File: config.mk
export PLATFORM = sky130hd
export DESIGN_NAME = cache_req_subsystem
export DESIGN_NICKNAME = d
export VERILOG_FILES = /design/src/cache_sub_pkg.sv /design/src/cache_req_subsystem.sv /design/src/hwpf_stride_engine.sv /design/src/hwpf_stride_wrapper.sv /design/src/mem_req_arbiter.sv
export SDC_FILE = /design/constraint.sdc
export NUM_CORES = 1
export LEC_CHECK = 0
export BUFFER_PORTS_ARGS = -buffer_cell sky130_fd_sc_hd__buf_2
export CORE_MARGIN = 2
export CORE_UTILIZATION = 51
export DETAILED_ROUTE_END_ITERATION = 6
export GPL_ROUTABILITY_DRIVEN = 0
export GPL_TIMING_DRIVEN = 0
export PLACE_DENSITY = 0.79
export SETUP_SLACK_MARGIN = 0.02
export SYNTH_ARGS = -nofsm -noshare
export SYNTH_HDL_FRONTEND = slang
export SYNTH_HIERARCHICAL = 1
export SYNTH_SLANG_ARGS = --single-unit
File: constraint.sdc
create_clock -name clk_i -period 4.5 [get_ports clk_i]
set_input_delay 0.45 -clock clk_i [delete_from_list [all_inputs] [get_ports clk_i]]
set_output_delay 0.45 -clock clk_i [all_outputs]
set_load 0.05 [all_outputs]
File: src/cache_sub_pkg.sv
/*
 * cache request subsystem package
 * widths, counts, requester ids and the shared request,
 * prefetcher config and state types
 */
`default_nettype none

package cache_sub_pkg;

  // widths and counts
  localparam int ADDR_W    = 32;
  localparam int NUM_HWPF  = 2;  // stride engines
  localparam int NUM_SNOOP = 2;  // load and store ports
  localparam int STRIDE_W  = 16;
  localparam int NBLK_W    = 8;
  localparam int NWAIT_W   = 8;
  localparam int SID_W     = 2;

  typedef logic [ADDR_W-1:0]   addr_t;
  typedef logic [SID_W-1:0]    sid_t;
  typedef logic [STRIDE_W-1:0] stride_t;  // unsigned byte stride
  typedef logic [NBLK_W-1:0]   nblk_t;
  typedef logic [NWAIT_W-1:0]  nwait_t;

  // requester ids on the memory port
  localparam sid_t SID_LOAD  = 2'd0;
  localparam sid_t SID_STORE = 2'd1;
  localparam sid_t SID_PF    = 2'd2;

  // tagged memory request
  typedef struct packed {
    addr_t addr;
    sid_t  sid;
  } mem_req_t;

  typedef struct packed {
    addr_t addr;    // trigger address
    logic  enable;
  } hwpf_base_t;

  typedef struct packed {
    stride_t stride;
    nblk_t   nblocks;  // prefetches per trigger
  } hwpf_param_t;

  typedef struct packed {
    nwait_t nwait;  // idle cycles between prefetches
  } hwpf_throttle_t;

  typedef logic [NUM_HWPF-1:0] hwpf_status_t;

  typedef enum logic [1:0] {
    IDLE,
    ISSUE,
    WAIT
  } hwpf_state_e;

endpackage

`default_nettype wire

File: src/cache_req_subsystem.sv
/*
 * cache request subsystem top
 * load/store/prefetch arbitration onto the memory port,
 * stride prefetchers fed by demand snoops, flush acknowledge
 */
`timescale 1ns/1ps
`default_nettype none

module cache_req_subsystem import cache_sub_pkg::*; (
  input  wire logic                            clk_i,
  input  wire logic                            rst_ni,

  input  wire logic                            load_valid_i,
  input  wire addr_t                           load_addr_i,
  output      logic                            load_ready_o,
  input  wire logic                            store_valid_i,
  input  wire addr_t                           store_addr_i,
  output      logic                            store_ready_o,

  output      logic                            mem_req_valid_o,
  output      mem_req_t                        mem_req_o,
  input  wire logic                            mem_req_ready_i,

  input  wire logic           [NUM_HWPF-1:0]   hwpf_base_set_i,
  input  wire hwpf_base_t     [NUM_HWPF-1:0]   hwpf_base_i,
  output      hwpf_base_t     [NUM_HWPF-1:0]   hwpf_base_o,
  input  wire logic           [NUM_HWPF-1:0]   hwpf_param_set_i,
  input  wire hwpf_param_t    [NUM_HWPF-1:0]   hwpf_param_i,
  output      hwpf_param_t    [NUM_HWPF-1:0]   hwpf_param_o,
  input  wire logic           [NUM_HWPF-1:0]   hwpf_throttle_set_i,
  input  wire hwpf_throttle_t [NUM_HWPF-1:0]   hwpf_throttle_i,
  output      hwpf_throttle_t [NUM_HWPF-1:0]   hwpf_throttle_o,
  output      hwpf_status_t                    hwpf_status_o,

  input  wire logic                            dcache_flush_i,
  output      logic                            dcache_flush_ack_o
);

  logic                  pf_valid;
  logic                  pf_ready;
  addr_t                 pf_addr;
  logic  [NUM_SNOOP-1:0] snoop_valid;
  addr_t [NUM_SNOOP-1:0] snoop_addr;

  mem_req_arbiter u_arbiter (
    .load_valid_i    (load_valid_i),
    .load_addr_i     (load_addr_i),
    .load_ready_o    (load_ready_o),
    .store_valid_i   (store_valid_i),
    .store_addr_i    (store_addr_i),
    .store_ready_o   (store_ready_o),
    .pf_valid_i      (pf_valid),
    .pf_addr_i       (pf_addr),
    .pf_ready_o      (pf_ready),
    .mem_req_valid_o (mem_req_valid_o),
    .mem_req_o       (mem_req_o),
    .mem_req_ready_i (mem_req_ready_i),
    .snoop_valid_o   (snoop_valid),
    .snoop_addr_o    (snoop_addr)
  );

  hwpf_stride_wrapper u_hwpf (
    .clk_i          (clk_i),
    .rst_ni         (rst_ni),
    .base_set_i     (hwpf_base_set_i),
    .base_i         (hwpf_base_i),
    .base_o         (hwpf_base_o),
    .param_set_i    (hwpf_param_set_i),
    .param_i        (hwpf_param_i),
    .param_o        (hwpf_param_o),
    .throttle_set_i (hwpf_throttle_set_i),
    .throttle_i     (hwpf_throttle_i),
    .throttle_o     (hwpf_throttle_o),
    .status_o       (hwpf_status_o),
    .snoop_valid_i  (snoop_valid),
    .snoop_addr_i   (snoop_addr),
    .pf_valid_o     (pf_valid),
    .pf_addr_o      (pf_addr),
    .pf_ready_i     (pf_ready)
  );

  // nothing to flush, ack the level request on alternate cycles
  always_ff @(posedge clk_i or negedge rst_ni) begin
    if (!rst_ni) begin
      dcache_flush_ack_o <= 1'b0;
    end else begin
      dcache_flush_ack_o <= ~dcache_flush_ack_o & dcache_flush_i;
    end
  end

endmodule

`default_nettype wire

File: src/hwpf_stride_engine.sv
/*
 * stride prefetch engine
 * holds base, param and throttle registers; on a snooped hit on the
 * base it issues nblocks requests at base+k*stride, spaced by nwait
 * idle cycles, then moves the base to the last prefetched address
 */
`timescale 1ns/1ps
`default_nettype none

module hwpf_stride_engine import cache_sub_pkg::*; (
  input  wire logic                    clk_i,
  input  wire logic                    rst_ni,

  input  wire logic                    base_set_i,
  input  wire hwpf_base_t              base_i,
  output      hwpf_base_t              base_o,
  input  wire logic                    param_set_i,
  input  wire hwpf_param_t             param_i,
  output      hwpf_param_t             param_o,
  input  wire logic                    throttle_set_i,
  input  wire hwpf_throttle_t          throttle_i,
  output      hwpf_throttle_t          throttle_o,
  output      logic                    busy_o,

  input  wire logic  [NUM_SNOOP-1:0]   snoop_valid_i,
  input  wire addr_t [NUM_SNOOP-1:0]   snoop_addr_i,

  output      logic                    req_valid_o,
  output      addr_t                   req_addr_o,
  input  wire logic                    req_ready_i
);

  hwpf_base_t     base_q;
  hwpf_param_t    param_q;
  hwpf_throttle_t throttle_q;

  hwpf_state_e    state_q;
  addr_t          addr_q;   // next prefetch address
  nblk_t          cnt_q;    // prefetches left in this burst
  nwait_t         wait_q;

  addr_t          stride_ext;
  logic           snoop_hit;
  logic           trigger;

  assign stride_ext = addr_t'(param_q.stride);  // zero extended, wraps mod 2^32

  // any snooped demand access on the base address
  always_comb begin
    snoop_hit = 1'b0;
    for (int i = 0; i < NUM_SNOOP; i++) begin
      if (snoop_valid_i[i] && (snoop_addr_i[i] == base_q.addr)) begin
        snoop_hit = 1'b1;
      end
    end
  end

  assign trigger = base_q.enable && (param_q.nblocks != '0) && snoop_hit;

  // param and throttle only change on a software write
  always_ff @(posedge clk_i or negedge rst_ni) begin
    if (!rst_ni) begin
      param_q    <= '0;
      throttle_q <= '0;
    end else begin
      if (param_set_i) param_q <= param_i;
      if (throttle_set_i) throttle_q <= throttle_i;
    end
  end

  // base register and burst FSM
  always_ff @(posedge clk_i or negedge rst_ni) begin
    if (!rst_ni) begin
      base_q  <= '0;
      state_q <= IDLE;
      addr_q  <= '0;
      cnt_q   <= '0;
      wait_q  <= '0;
    end else if (base_set_i) begin
      base_q  <= base_i;
      state_q <= IDLE;  // new base aborts a running burst
    end else begin
      unique case (state_q)
        IDLE: begin
          if (trigger) begin
            state_q <= ISSUE;
            addr_q  <= base_q.addr + stride_ext;
            cnt_q   <= param_q.nblocks;
          end
        end
        ISSUE: begin
          if (req_ready_i) begin
            cnt_q  <= cnt_q - nblk_t'(1);
            addr_q <= addr_q + stride_ext;
            if (cnt_q == nblk_t'(1)) begin
              // last one, re-arm on the address just fetched
              base_q.addr <= addr_q;
              state_q     <= IDLE;
            end else if (throttle_q.nwait != '0) begin
              wait_q  <= throttle_q.nwait;
              state_q <= WAIT;
            end
          end
        end
        WAIT: begin
          wait_q <= wait_q - nwait_t'(1);
          if (wait_q == nwait_t'(1)) state_q <= ISSUE;
        end
        default: state_q <= IDLE;
      endcase
    end
  end

  assign req_valid_o = (state_q == ISSUE);
  assign req_addr_o  = addr_q;
  assign busy_o      = (state_q != IDLE);

  assign base_o     = base_q;
  assign param_o    = param_q;
  assign throttle_o = throttle_q;

endmodule

`default_nettype wire

File: src/hwpf_stride_wrapper.sv
/*
 * stride prefetcher wrapper
 * NUM_HWPF engines, lowest pending index wins the prefetch port,
 * busy bits gathered into the status vector
 */
`timescale 1ns/1ps
`default_nettype none

module hwpf_stride_wrapper import cache_sub_pkg::*; (
  input  wire logic                            clk_i,
  input  wire logic                            rst_ni,

  input  wire logic           [NUM_HWPF-1:0]   base_set_i,
  input  wire hwpf_base_t     [NUM_HWPF-1:0]   base_i,
  output      hwpf_base_t     [NUM_HWPF-1:0]   base_o,
  input  wire logic           [NUM_HWPF-1:0]   param_set_i,
  input  wire hwpf_param_t    [NUM_HWPF-1:0]   param_i,
  output      hwpf_param_t    [NUM_HWPF-1:0]   param_o,
  input  wire logic           [NUM_HWPF-1:0]   throttle_set_i,
  input  wire hwpf_throttle_t [NUM_HWPF-1:0]   throttle_i,
  output      hwpf_throttle_t [NUM_HWPF-1:0]   throttle_o,
  output      hwpf_status_t                    status_o,

  input  wire logic           [NUM_SNOOP-1:0]  snoop_valid_i,
  input  wire addr_t          [NUM_SNOOP-1:0]  snoop_addr_i,

  output      logic                            pf_valid_o,
  output      addr_t                           pf_addr_o,
  input  wire logic                            pf_ready_i
);

  logic  [NUM_HWPF-1:0] req_valid;
  logic  [NUM_HWPF-1:0] req_ready;
  logic  [NUM_HWPF-1:0] grant;  // one-hot
  addr_t [NUM_HWPF-1:0] req_addr;

  for (genvar h = 0; h < NUM_HWPF; h++) begin : g_engine
    hwpf_stride_engine u_engine (
      .clk_i          (clk_i),
      .rst_ni         (rst_ni),
      .base_set_i     (base_set_i[h]),
      .base_i         (base_i[h]),
      .base_o         (base_o[h]),
      .param_set_i    (param_set_i[h]),
      .param_i        (param_i[h]),
      .param_o        (param_o[h]),
      .throttle_set_i (throttle_set_i[h]),
      .throttle_i     (throttle_i[h]),
      .throttle_o     (throttle_o[h]),
      .busy_o         (status_o[h]),
      .snoop_valid_i  (snoop_valid_i),
      .snoop_addr_i   (snoop_addr_i),
      .req_valid_o    (req_valid[h]),
      .req_addr_o     (req_addr[h]),
      .req_ready_i    (req_ready[h])
    );
  end

  // lowest pending engine index takes the port
  always_comb begin
    grant      = '0;
    pf_valid_o = 1'b0;
    pf_addr_o  = req_addr[0];
    for (int i = 0; i < NUM_HWPF; i++) begin
      if (req_valid[i] && !pf_valid_o) begin
        grant[i]   = 1'b1;
        pf_valid_o = 1'b1;
        pf_addr_o  = req_addr[i];
      end
    end
  end

  assign req_ready = grant & {NUM_HWPF{pf_ready_i}};

endmodule

`default_nettype wire

File: src/mem_req_arbiter.sv
/*
 * memory request arbiter
 * fixed priority load > store > prefetch onto one valid/ready port,
 * tags the sid and reports demand handshakes as snoops
 */
`timescale 1ns/1ps
`default_nettype none

module mem_req_arbiter import cache_sub_pkg::*; (
  input  wire logic                   load_valid_i,
  input  wire addr_t                  load_addr_i,
  output      logic                   load_ready_o,

  input  wire logic                   store_valid_i,
  input  wire addr_t                  store_addr_i,
  output      logic                   store_ready_o,

  input  wire logic                   pf_valid_i,
  input  wire addr_t                  pf_addr_i,
  output      logic                   pf_ready_o,

  output      logic                   mem_req_valid_o,
  output      mem_req_t               mem_req_o,
  input  wire logic                   mem_req_ready_i,

  output      logic  [NUM_SNOOP-1:0]  snoop_valid_o,
  output      addr_t [NUM_SNOOP-1:0]  snoop_addr_o
);

  // ready goes to whoever holds priority
  assign load_ready_o  = mem_req_ready_i;
  assign store_ready_o = mem_req_ready_i & ~load_valid_i;
  assign pf_ready_o    = mem_req_ready_i & ~load_valid_i & ~store_valid_i;

  assign mem_req_valid_o = load_valid_i | store_valid_i | pf_valid_i;

  always_comb begin
    if (load_valid_i) begin
      mem_req_o.addr = load_addr_i;
      mem_req_o.sid  = SID_LOAD;
    end else if (store_valid_i) begin
      mem_req_o.addr = store_addr_i;
      mem_req_o.sid  = SID_STORE;
    end else begin
      mem_req_o.addr = pf_addr_i;  // also the idle value
      mem_req_o.sid  = SID_PF;
    end
  end

  // demand handshakes only, prefetches never snooped
  assign snoop_valid_o[0] = load_valid_i & load_ready_o;
  assign snoop_addr_o[0]  = load_addr_i;
  assign snoop_valid_o[1] = store_valid_i & store_ready_o;
  assign snoop_addr_o[1]  = store_addr_i;

endmodule

`default_nettype wire

---- Word-level counts from Yosys, hierarchy flattened ----
Cells that the tools add are included.
storage, ports and cells
  register bits ........................... 231
  bits of input ports ..................... 206
  output and inout bits ................... 170
cells by class
  add/sub/neg operators ................... 8
  equal/unequal tests ..................... 28
  mux-type cells .......................... 52
  bitwise gates (word level) .............. 13
  reduce and logical (&&, ||, !) cells .... 36
operators by type and width
  cell                                                                     count
  32-bit two-way mux                                                       13
  32-bit by 16-bit adder with 32-bit output                                4
  32-bit equality test                                                     4
  32-bit case mux with 2 select lines                                      2
  8-bit two-way mux                                                        10
  34-bit two-way mux                                                       2
  8-bit case mux with 2 select lines                                       4
  8-bit by 1-bit equality test with 1-bit output, second input constant    4
  8-bit nonzero test                                                       4
  8-bit by 1-bit subtractor with 8-bit output, second input constant       4
  2-bit two-way mux                                                        12
  2-bit nonzero test                                                       12
  4-bit AND reduction                                                      4
  3-bit inequality test, second input constant                             4
  2-bit case mux with 3 select lines                                       2
  5-bit AND reduction                                                      2
  1-bit logical AND                                                        9
  2-bit by 1-bit inequality test with 1-bit output, second input constant  4
  2-bit inequality test, second input constant                             4
  4-bit by 2-bit inequality test with 1-bit output, second input constant  2
  1-bit two-way mux                                                        7
  3-bit by 2-bit inequality test with 1-bit output, second input constant  2
  3-bit AND reduction                                                      2
  1-bit AND                                                                5
  other kinds (7)                                                          15

---- Depth between registers and ports, before layout ----
  depth after elaboration ................. 9
  depth in mapped cells ................... 18

---- Cells and area by module ----
Netlist, hierarchy kept.
by module, submodules not included
  module                                            instances  cells an instance  area an instance (µm²)  sequential area each (µm²)
  hwpf_stride_engine (u_hwpf.g_engine[1].u_engine)  1          809                7696.1                  2877.8
  hwpf_stride_engine (u_hwpf.g_engine[0].u_engine)  1          801                7672.4                  2877.8
  mem_req_arbiter                                   1          179                1244.9                  0.0
  hwpf_stride_wrapper                               1          41                 548.0                   0.0
  cache_req_subsystem                               1          2                  38.8                    25.0

---- Least setup slack after synthesis ----
Ideal clock, no wire load.
  path type ............................... register -> register
  start point ............................. reg u_hwpf.g_engine[1].u_engine.state_q[1]
  end point ............................... reg u_hwpf.g_engine[1].u_engine.addr_q[22]
  library setup time ...................... 0.126 ns
  arrival ................................. 4.569 ns
  required time ........................... 4.374 ns
  path slack .............................. -0.195 ns
  stages on the path, launching flop included .. 19
  path buffers ............................ 5
  cells stage by stage .................... dfrtp_1 > inv_1 > ha_1 > buf_2 > buf_2 > clkbuf_1 > clkbuf_1 > clkbuf_1 > mux2_2 > ha_1 > fa_1 > a21oi_2 > o211a_4 > o211ai_4 > a41oi_4 > o21ai_4 > and3_2 > mux2_2 > a221o_1
between the ends
  cells in the longest elaborated chain, start to end .. 6
  elaborated cells between the ends (all ways) .. 10
  classes of those cells .................. 3 x eq/ne; 2 x mux; 1 x bitwise; 4 x reduce/logical
RTL lines
  item                                                        line                       RTL
  from (decl)                                                 hwpf_stride_engine.sv:37   hwpf_state_e state_q;
  from (signal assigned)                                      hwpf_stride_engine.sv:75   state_q <= IDLE;
  from (signal assigned)                                      hwpf_stride_engine.sv:81   state_q <= IDLE;
  from (signal assigned)                                      hwpf_stride_engine.sv:86   state_q <= ISSUE;
  2-bit by 1-bit equality test with 1-bit output *            hwpf_stride_engine.sv:114  assign req_valid_o = (state_q == ISSUE);
  via u_hwpf.req_valid[1]                                     hwpf_stride_wrapper.sv:32  logic [NUM_HWPF-1:0] req_valid;
  1-bit logical AND                                           hwpf_stride_wrapper.sv:65  if (req_valid[i] && !pf_valid_o) begin
  1-bit two-way mux                                           hwpf_stride_wrapper.sv:65
  2-bit AND                                                   hwpf_stride_wrapper.sv:73  assign req_ready = grant & {NUM_HWPF{pf_ready_i}};
  2-bit by 1-bit inequality test with 1-bit output (no line)  n/a
  4-bit AND reduction (no line)                               n/a
  to (signal assigned)                                        hwpf_stride_engine.sv:87   addr_q <= base_q.addr + stride_ext;
  to (signal assigned)                                        hwpf_stride_engine.sv:94   addr_q <= addr_q + stride_ext;
  to (decl)                                                   hwpf_stride_engine.sv:38   addr_t addr_q;
Mark *: on every way through the listed nets, which the timed path passes. The rest lies on a longest branch.
A chain may end at the register's enable or synchronous reset.

---- Final worst setup path ----
Same ends and word-level chain as after synthesis.

==> metrics list <==
- In this run the number of H-tree levels came out at 1.
- The critical path goes through inv_1 -> ha_4 -> buf_6 -> clkbuf_8 -> clkbuf_8 -> mux2_2 -> ha_1 -> fa_1 -> a21oi_2 -> o211a_4 -> o211ai_4 -> a41oi_4 -> o21ai_4 -> and3_2 -> mux2_2 -> a221o_1.
- Sequential fraction of design power: 0.361
- The clock arrives with ~0.0093 ns of skew.
- Cts bufs inserted: 27
* Violations in the final reports: DRC
- Peak Freq: 229 MHz
- Counting every instance in the synthesized netlist gives 1832.
- In this run the core area contains 67 standard-cell rows.
- Dividing the detail-routed via count by the number of cells gives 6.02.
* Number of max-cap violations: 0
- The clock drives 231 sinks.
- Top cell type's share of synthesized area: 0.336
- Mean area per synthesized cell: 9.39 µm²
- Combinational share of power: 0.387
* Initial core utilization: 0.516
- Max IR drop VDD: 0.000324 V
* Die height: 188 µm
* Number of buffer and inverter stages on the critical path: 4
- For the worst setup path, the data arrival time is 4.79 ns.
- The via count of the first global-routing pass came to 15900.
* Synth cell count leaders: sky130_fd_sc_hd__dfrtp_1, sky130_fd_sc_hd__nand2_1, sky130_fd_sc_hd__o21ai_0
- Count of endpoints failing setup in the final report: 0
- Worst stage delay on the critical path: 0.46 ns
- By area the synthesized netlist is led by sky130_fd_sc_hd__dfrtp_1, sky130_fd_sc_hd__mux2_2, sky130_fd_sc_hd__mux2i_1.
- Startpoint kind of the worst setup timing path: flip-flop
- The routed design has roughly 62000 µm of wire.
* Period utilisation layout: 0.969
- Setup repair after global routing left no endpoint under its margin.
- Status: finished, violations left
* Origin of the worst min-delay path: hwpf_base_i[23]
- Number of warnings printed during yosys synthesis: 6
- Input and output buffers added on the ports amount to 368.
- Largest fanout of any net on the critical path: 26
- Of the total power, the clock network draws 0.253.
* Sequential fraction of the synthesis area: 0.336
- Worst Max-Slew Pin Slew: 0.982 ns
- For this run, the total global-route usage over all layers was measured as 0.340.
- The synthesized design contains between 200 and 250 register bits.
* Area of the mapped netlist: about 17000 µm²
- 376 I/O pins were placed.
- Overall die area: 35200 µm²
- For this run, the leading register cell type out of synthesis is sky130_fd_sc_hd__dfrtp_1.
* Synth Net Count: 2088
- The first detailed-routing pass ran for 7 iterations.
* Most common cell in the synthesized netlist: sky130_fd_sc_hd__dfrtp_1
- For this run, the share of the core covered by cells in the final layout is 0.618.
- In this run the power spent charging and discharging nets is 3.51 mW.
- Placeable core region: 33400 µm²
- Clock tree from TritonCTS: yes
- P per Cell Area: ~410 nW/µm²
* Final net count: ~2500
* Biggest area consumer among synthesized cells: sky130_fd_sc_hd__dfrtp_1
- On the critical path the largest part of the delay comes from compound AO/OA/AOI/OAI gates.
- In the routed design, unresolved DRC markers number 1.
- For this run, asynchronously set or reset flops after synthesis account for 1.00.
* Horizontal die dimension: 188 µm
- For this design the static power due to leakage is around 10 nW.
- Detailed Place HPWL: 48600 µm
- Routed wirelength normalized by instance count: 22.8 µm
- The worst setup path is captured at a flip-flop.
- Global-route wire length before repair: 93300 µm
- The critical path in this run is classified as flip-flop to flip-flop.
- HP Class: primary input to flip-flop
* Iteration-0 DRC Markers: 1754
- After global routing the overflow that remains totals 0.
- Of the total power, the share spent switching nets is 0.410.
- Area growth, synth to finish: 19.9%
- On the critical path, the stage with the largest delay is an instance of sky130_fd_sc_hd__fa_1.
* Final hold violation count: 0
- Fraction of final layout cells with drive strength greater than 1: 0.331
* Number of different library cells in the post-synthesis netlist: 86
- Yosys mapped a number of flops with a built-in enable equal to 0.
* Largest net degree at the start of global routing: 93
* Crit path time final: 4.36 ns
* Initial antenna violation count: 11
- After clock tree synthesis, the clock-pin slew on the worst setup and hold paths is 0.06 ns.
- Measured against its own limit, the worst slew margin works out to 0.342.
- The internal power of the cells totals a little over 5 mW.
- Clock buffer depth: 3
* Final Slew Violations: 0
- The completed layout was analyzed and its total power is 8.56 mW.
- Via count: 16300
- In this run the critical register-to-register path is launched from u_hwpf/g_engine[1].u_engine/state_q[1]$_DFFE_PN0P_.
- In this run the clock root is driven by a sky130_fd_sc_hd__clkbuf_16.
* CP required: 4.93 ns
- Tracing the worst setup path back leads to its startpoint at u_hwpf/g_engine[1].u_engine/state_q[1]$_DFFE_PN0P_.
- Later-pin clock latency in the skew report: roughly 0.55 ns
- Number of nets with antenna violations after routing: 0
path summary, 6_finish.rpt:
path / to / slack (ns) / cells past startpoint
max in group asynchronous: u_hwpf/g_engine[1].u_engine/throttle_o[0]$_DFFE_PN0P_ / 3.17 / 3
hold / removal: u_hwpf/g_engine[0].u_engine/base_o[23]$_DFFE_PN0P_ / 0.11 / 3
hold reg to reg: dcache_flush_ack_o$_DFF_PN0_ / 0.47 / 1
setup reg to reg: u_hwpf/g_engine[1].u_engine/req_addr_o[22]$_DFFE_PN0P_ / 0.14 / 16
min in group asynchronous: u_hwpf/g_engine[0].u_engine/param_o[13]$_DFFE_PN0P_ / 0.43 / 2
setup / recovery: u_hwpf/g_engine[1].u_engine/req_addr_o[22]$_DFFE_PN0P_ / 0.14 / 16
worst reg2reg max path, delay by kind of cell, from the launching register on:
family / cells / cell delay (ns)
AOI/OAI and AO/OA: 6 / 1.36
adders and majority gates: 3 / 0.90
buffers and inverters: 4 / 0.78
DFF: 1 / 0.40
muxes: 2 / 0.60
and+or+nand+nor: 1 / 0.21
layout make-up:
class	count	area [µm²]
Fill cell	2962	12700
Multi-Input combinational cell	1385	10200
Sequential cell	231	5780
Timing Repair Buffer	373	1930
Buffer	179	1140
Clock buffer	35	766
Tap cell	448	561
Inverter	33	124
Clock inverter	11	91.3
Antenna cell	10	25.0
flip-flops by register name, indices dropped and copies added, names as in the netlist:
register and count:
u_hwpf/g_engine.u_engine/state_q 4, u_hwpf/g_engine.u_engine/param_o 48, u_hwpf/g_engine.u_engine/cnt_q 16, u_hwpf/g_engine.u_engine/throttle_o 16
u_hwpf/g_engine.u_engine/base_o 66, dcache_flush_ack_o 1, u_hwpf/g_engine.u_engine/req_addr_o 64, u_hwpf/g_engine.u_engine/wait_q 16
repair_timing:
item                                    4_1_cts  5_1_grt
hold buffers                                  1        0
pin swaps                                     1        1
setup buffers                                 2        0
gates resized for setup                      13        5
endpoints found under the setup margin       41       25
hold endpoints to repair                     60        0
power by group through the flow:
stage	registers [mW]	clock network (mW)	logic [mW]
after floorplan	3.26	0	2.04
after global placement	3.07	0	3.12
after detailed placement	3.09	0	3.21
after CTS	3.06	2.19	3.24
after global routing	3.12	2.27	3.53
final	3.09	2.16	3.31
cell families after synthesis:
group	Yosys count	synth area share
flip-flops	231	0.336
XOR/XNOR	179	0.0911
adder cells (fa/ha/maj)	50	0.0372
AO/OA/AOI/OAI	385	0.140
multiplexers	284	0.184
AND/OR/NAND/NOR	487	0.140
buffers and inverters	216	0.0722
cells in the final DEF (no fill, tap or decap), types with 36 or more instances in the layout:
| cell | instances |
|---|---|
| sky130_fd_sc_hd__o21ai_1 | 36 |
| sky130_fd_sc_hd__xor2_1 | 82 |
| sky130_fd_sc_hd__buf_4 | 74 |
| sky130_fd_sc_hd__a21oi_1 | 65 |
| sky130_fd_sc_hd__nand2_1 | 190 |
| sky130_fd_sc_hd__nand3_1 | 69 |
| sky130_fd_sc_hd__clkbuf_1 | 53 |
| sky130_fd_sc_hd__mux2_2 | 131 |
| sky130_fd_sc_hd__nor2_1 | 58 |
| sky130_fd_sc_hd__mux2i_1 | 123 |
| sky130_fd_sc_hd__buf_2 | 398 |
| sky130_fd_sc_hd__o22ai_1 | 37 |
| sky130_fd_sc_hd__o21ai_0 | 149 |
| sky130_fd_sc_hd__xnor2_1 | 97 |
| sky130_fd_sc_hd__dfrtp_1 | 231 |
| sky130_fd_sc_hd__ha_1 | 46 |
through the flow:
step / cells / worst slack, ns / area [µm²] / TNS, ns / hold WS [ns]
2_1_floorplan: 1832 / 0.115 / 17200 / 0 / 0.154
3_3_place_gp: 2648 / -1.20 / 19600 / -283.21 / 0.458
3_5_place_dp: 2650 / -0.894 / 19700 / -17.06 / 0.422
4_1_cts: 2696 / 0.00630 / 20600 / 0 / 0.0982
5_1_grt: 2703 / 0.0290 / 20600 / 0 / 0.112
6_report: 2705 / 0.142 / 20600 / 0 / 0.109
routing by layer:
metal	track usage	vias up	wire, µm
li1	-	7278	-
met1	0.458	7832	25300
met2	0.528	1009	27200
met3	0.0810	171	6490
met4	0.139	2	2750
met5	0	-	13
Power figures use the tool's default switching activity.
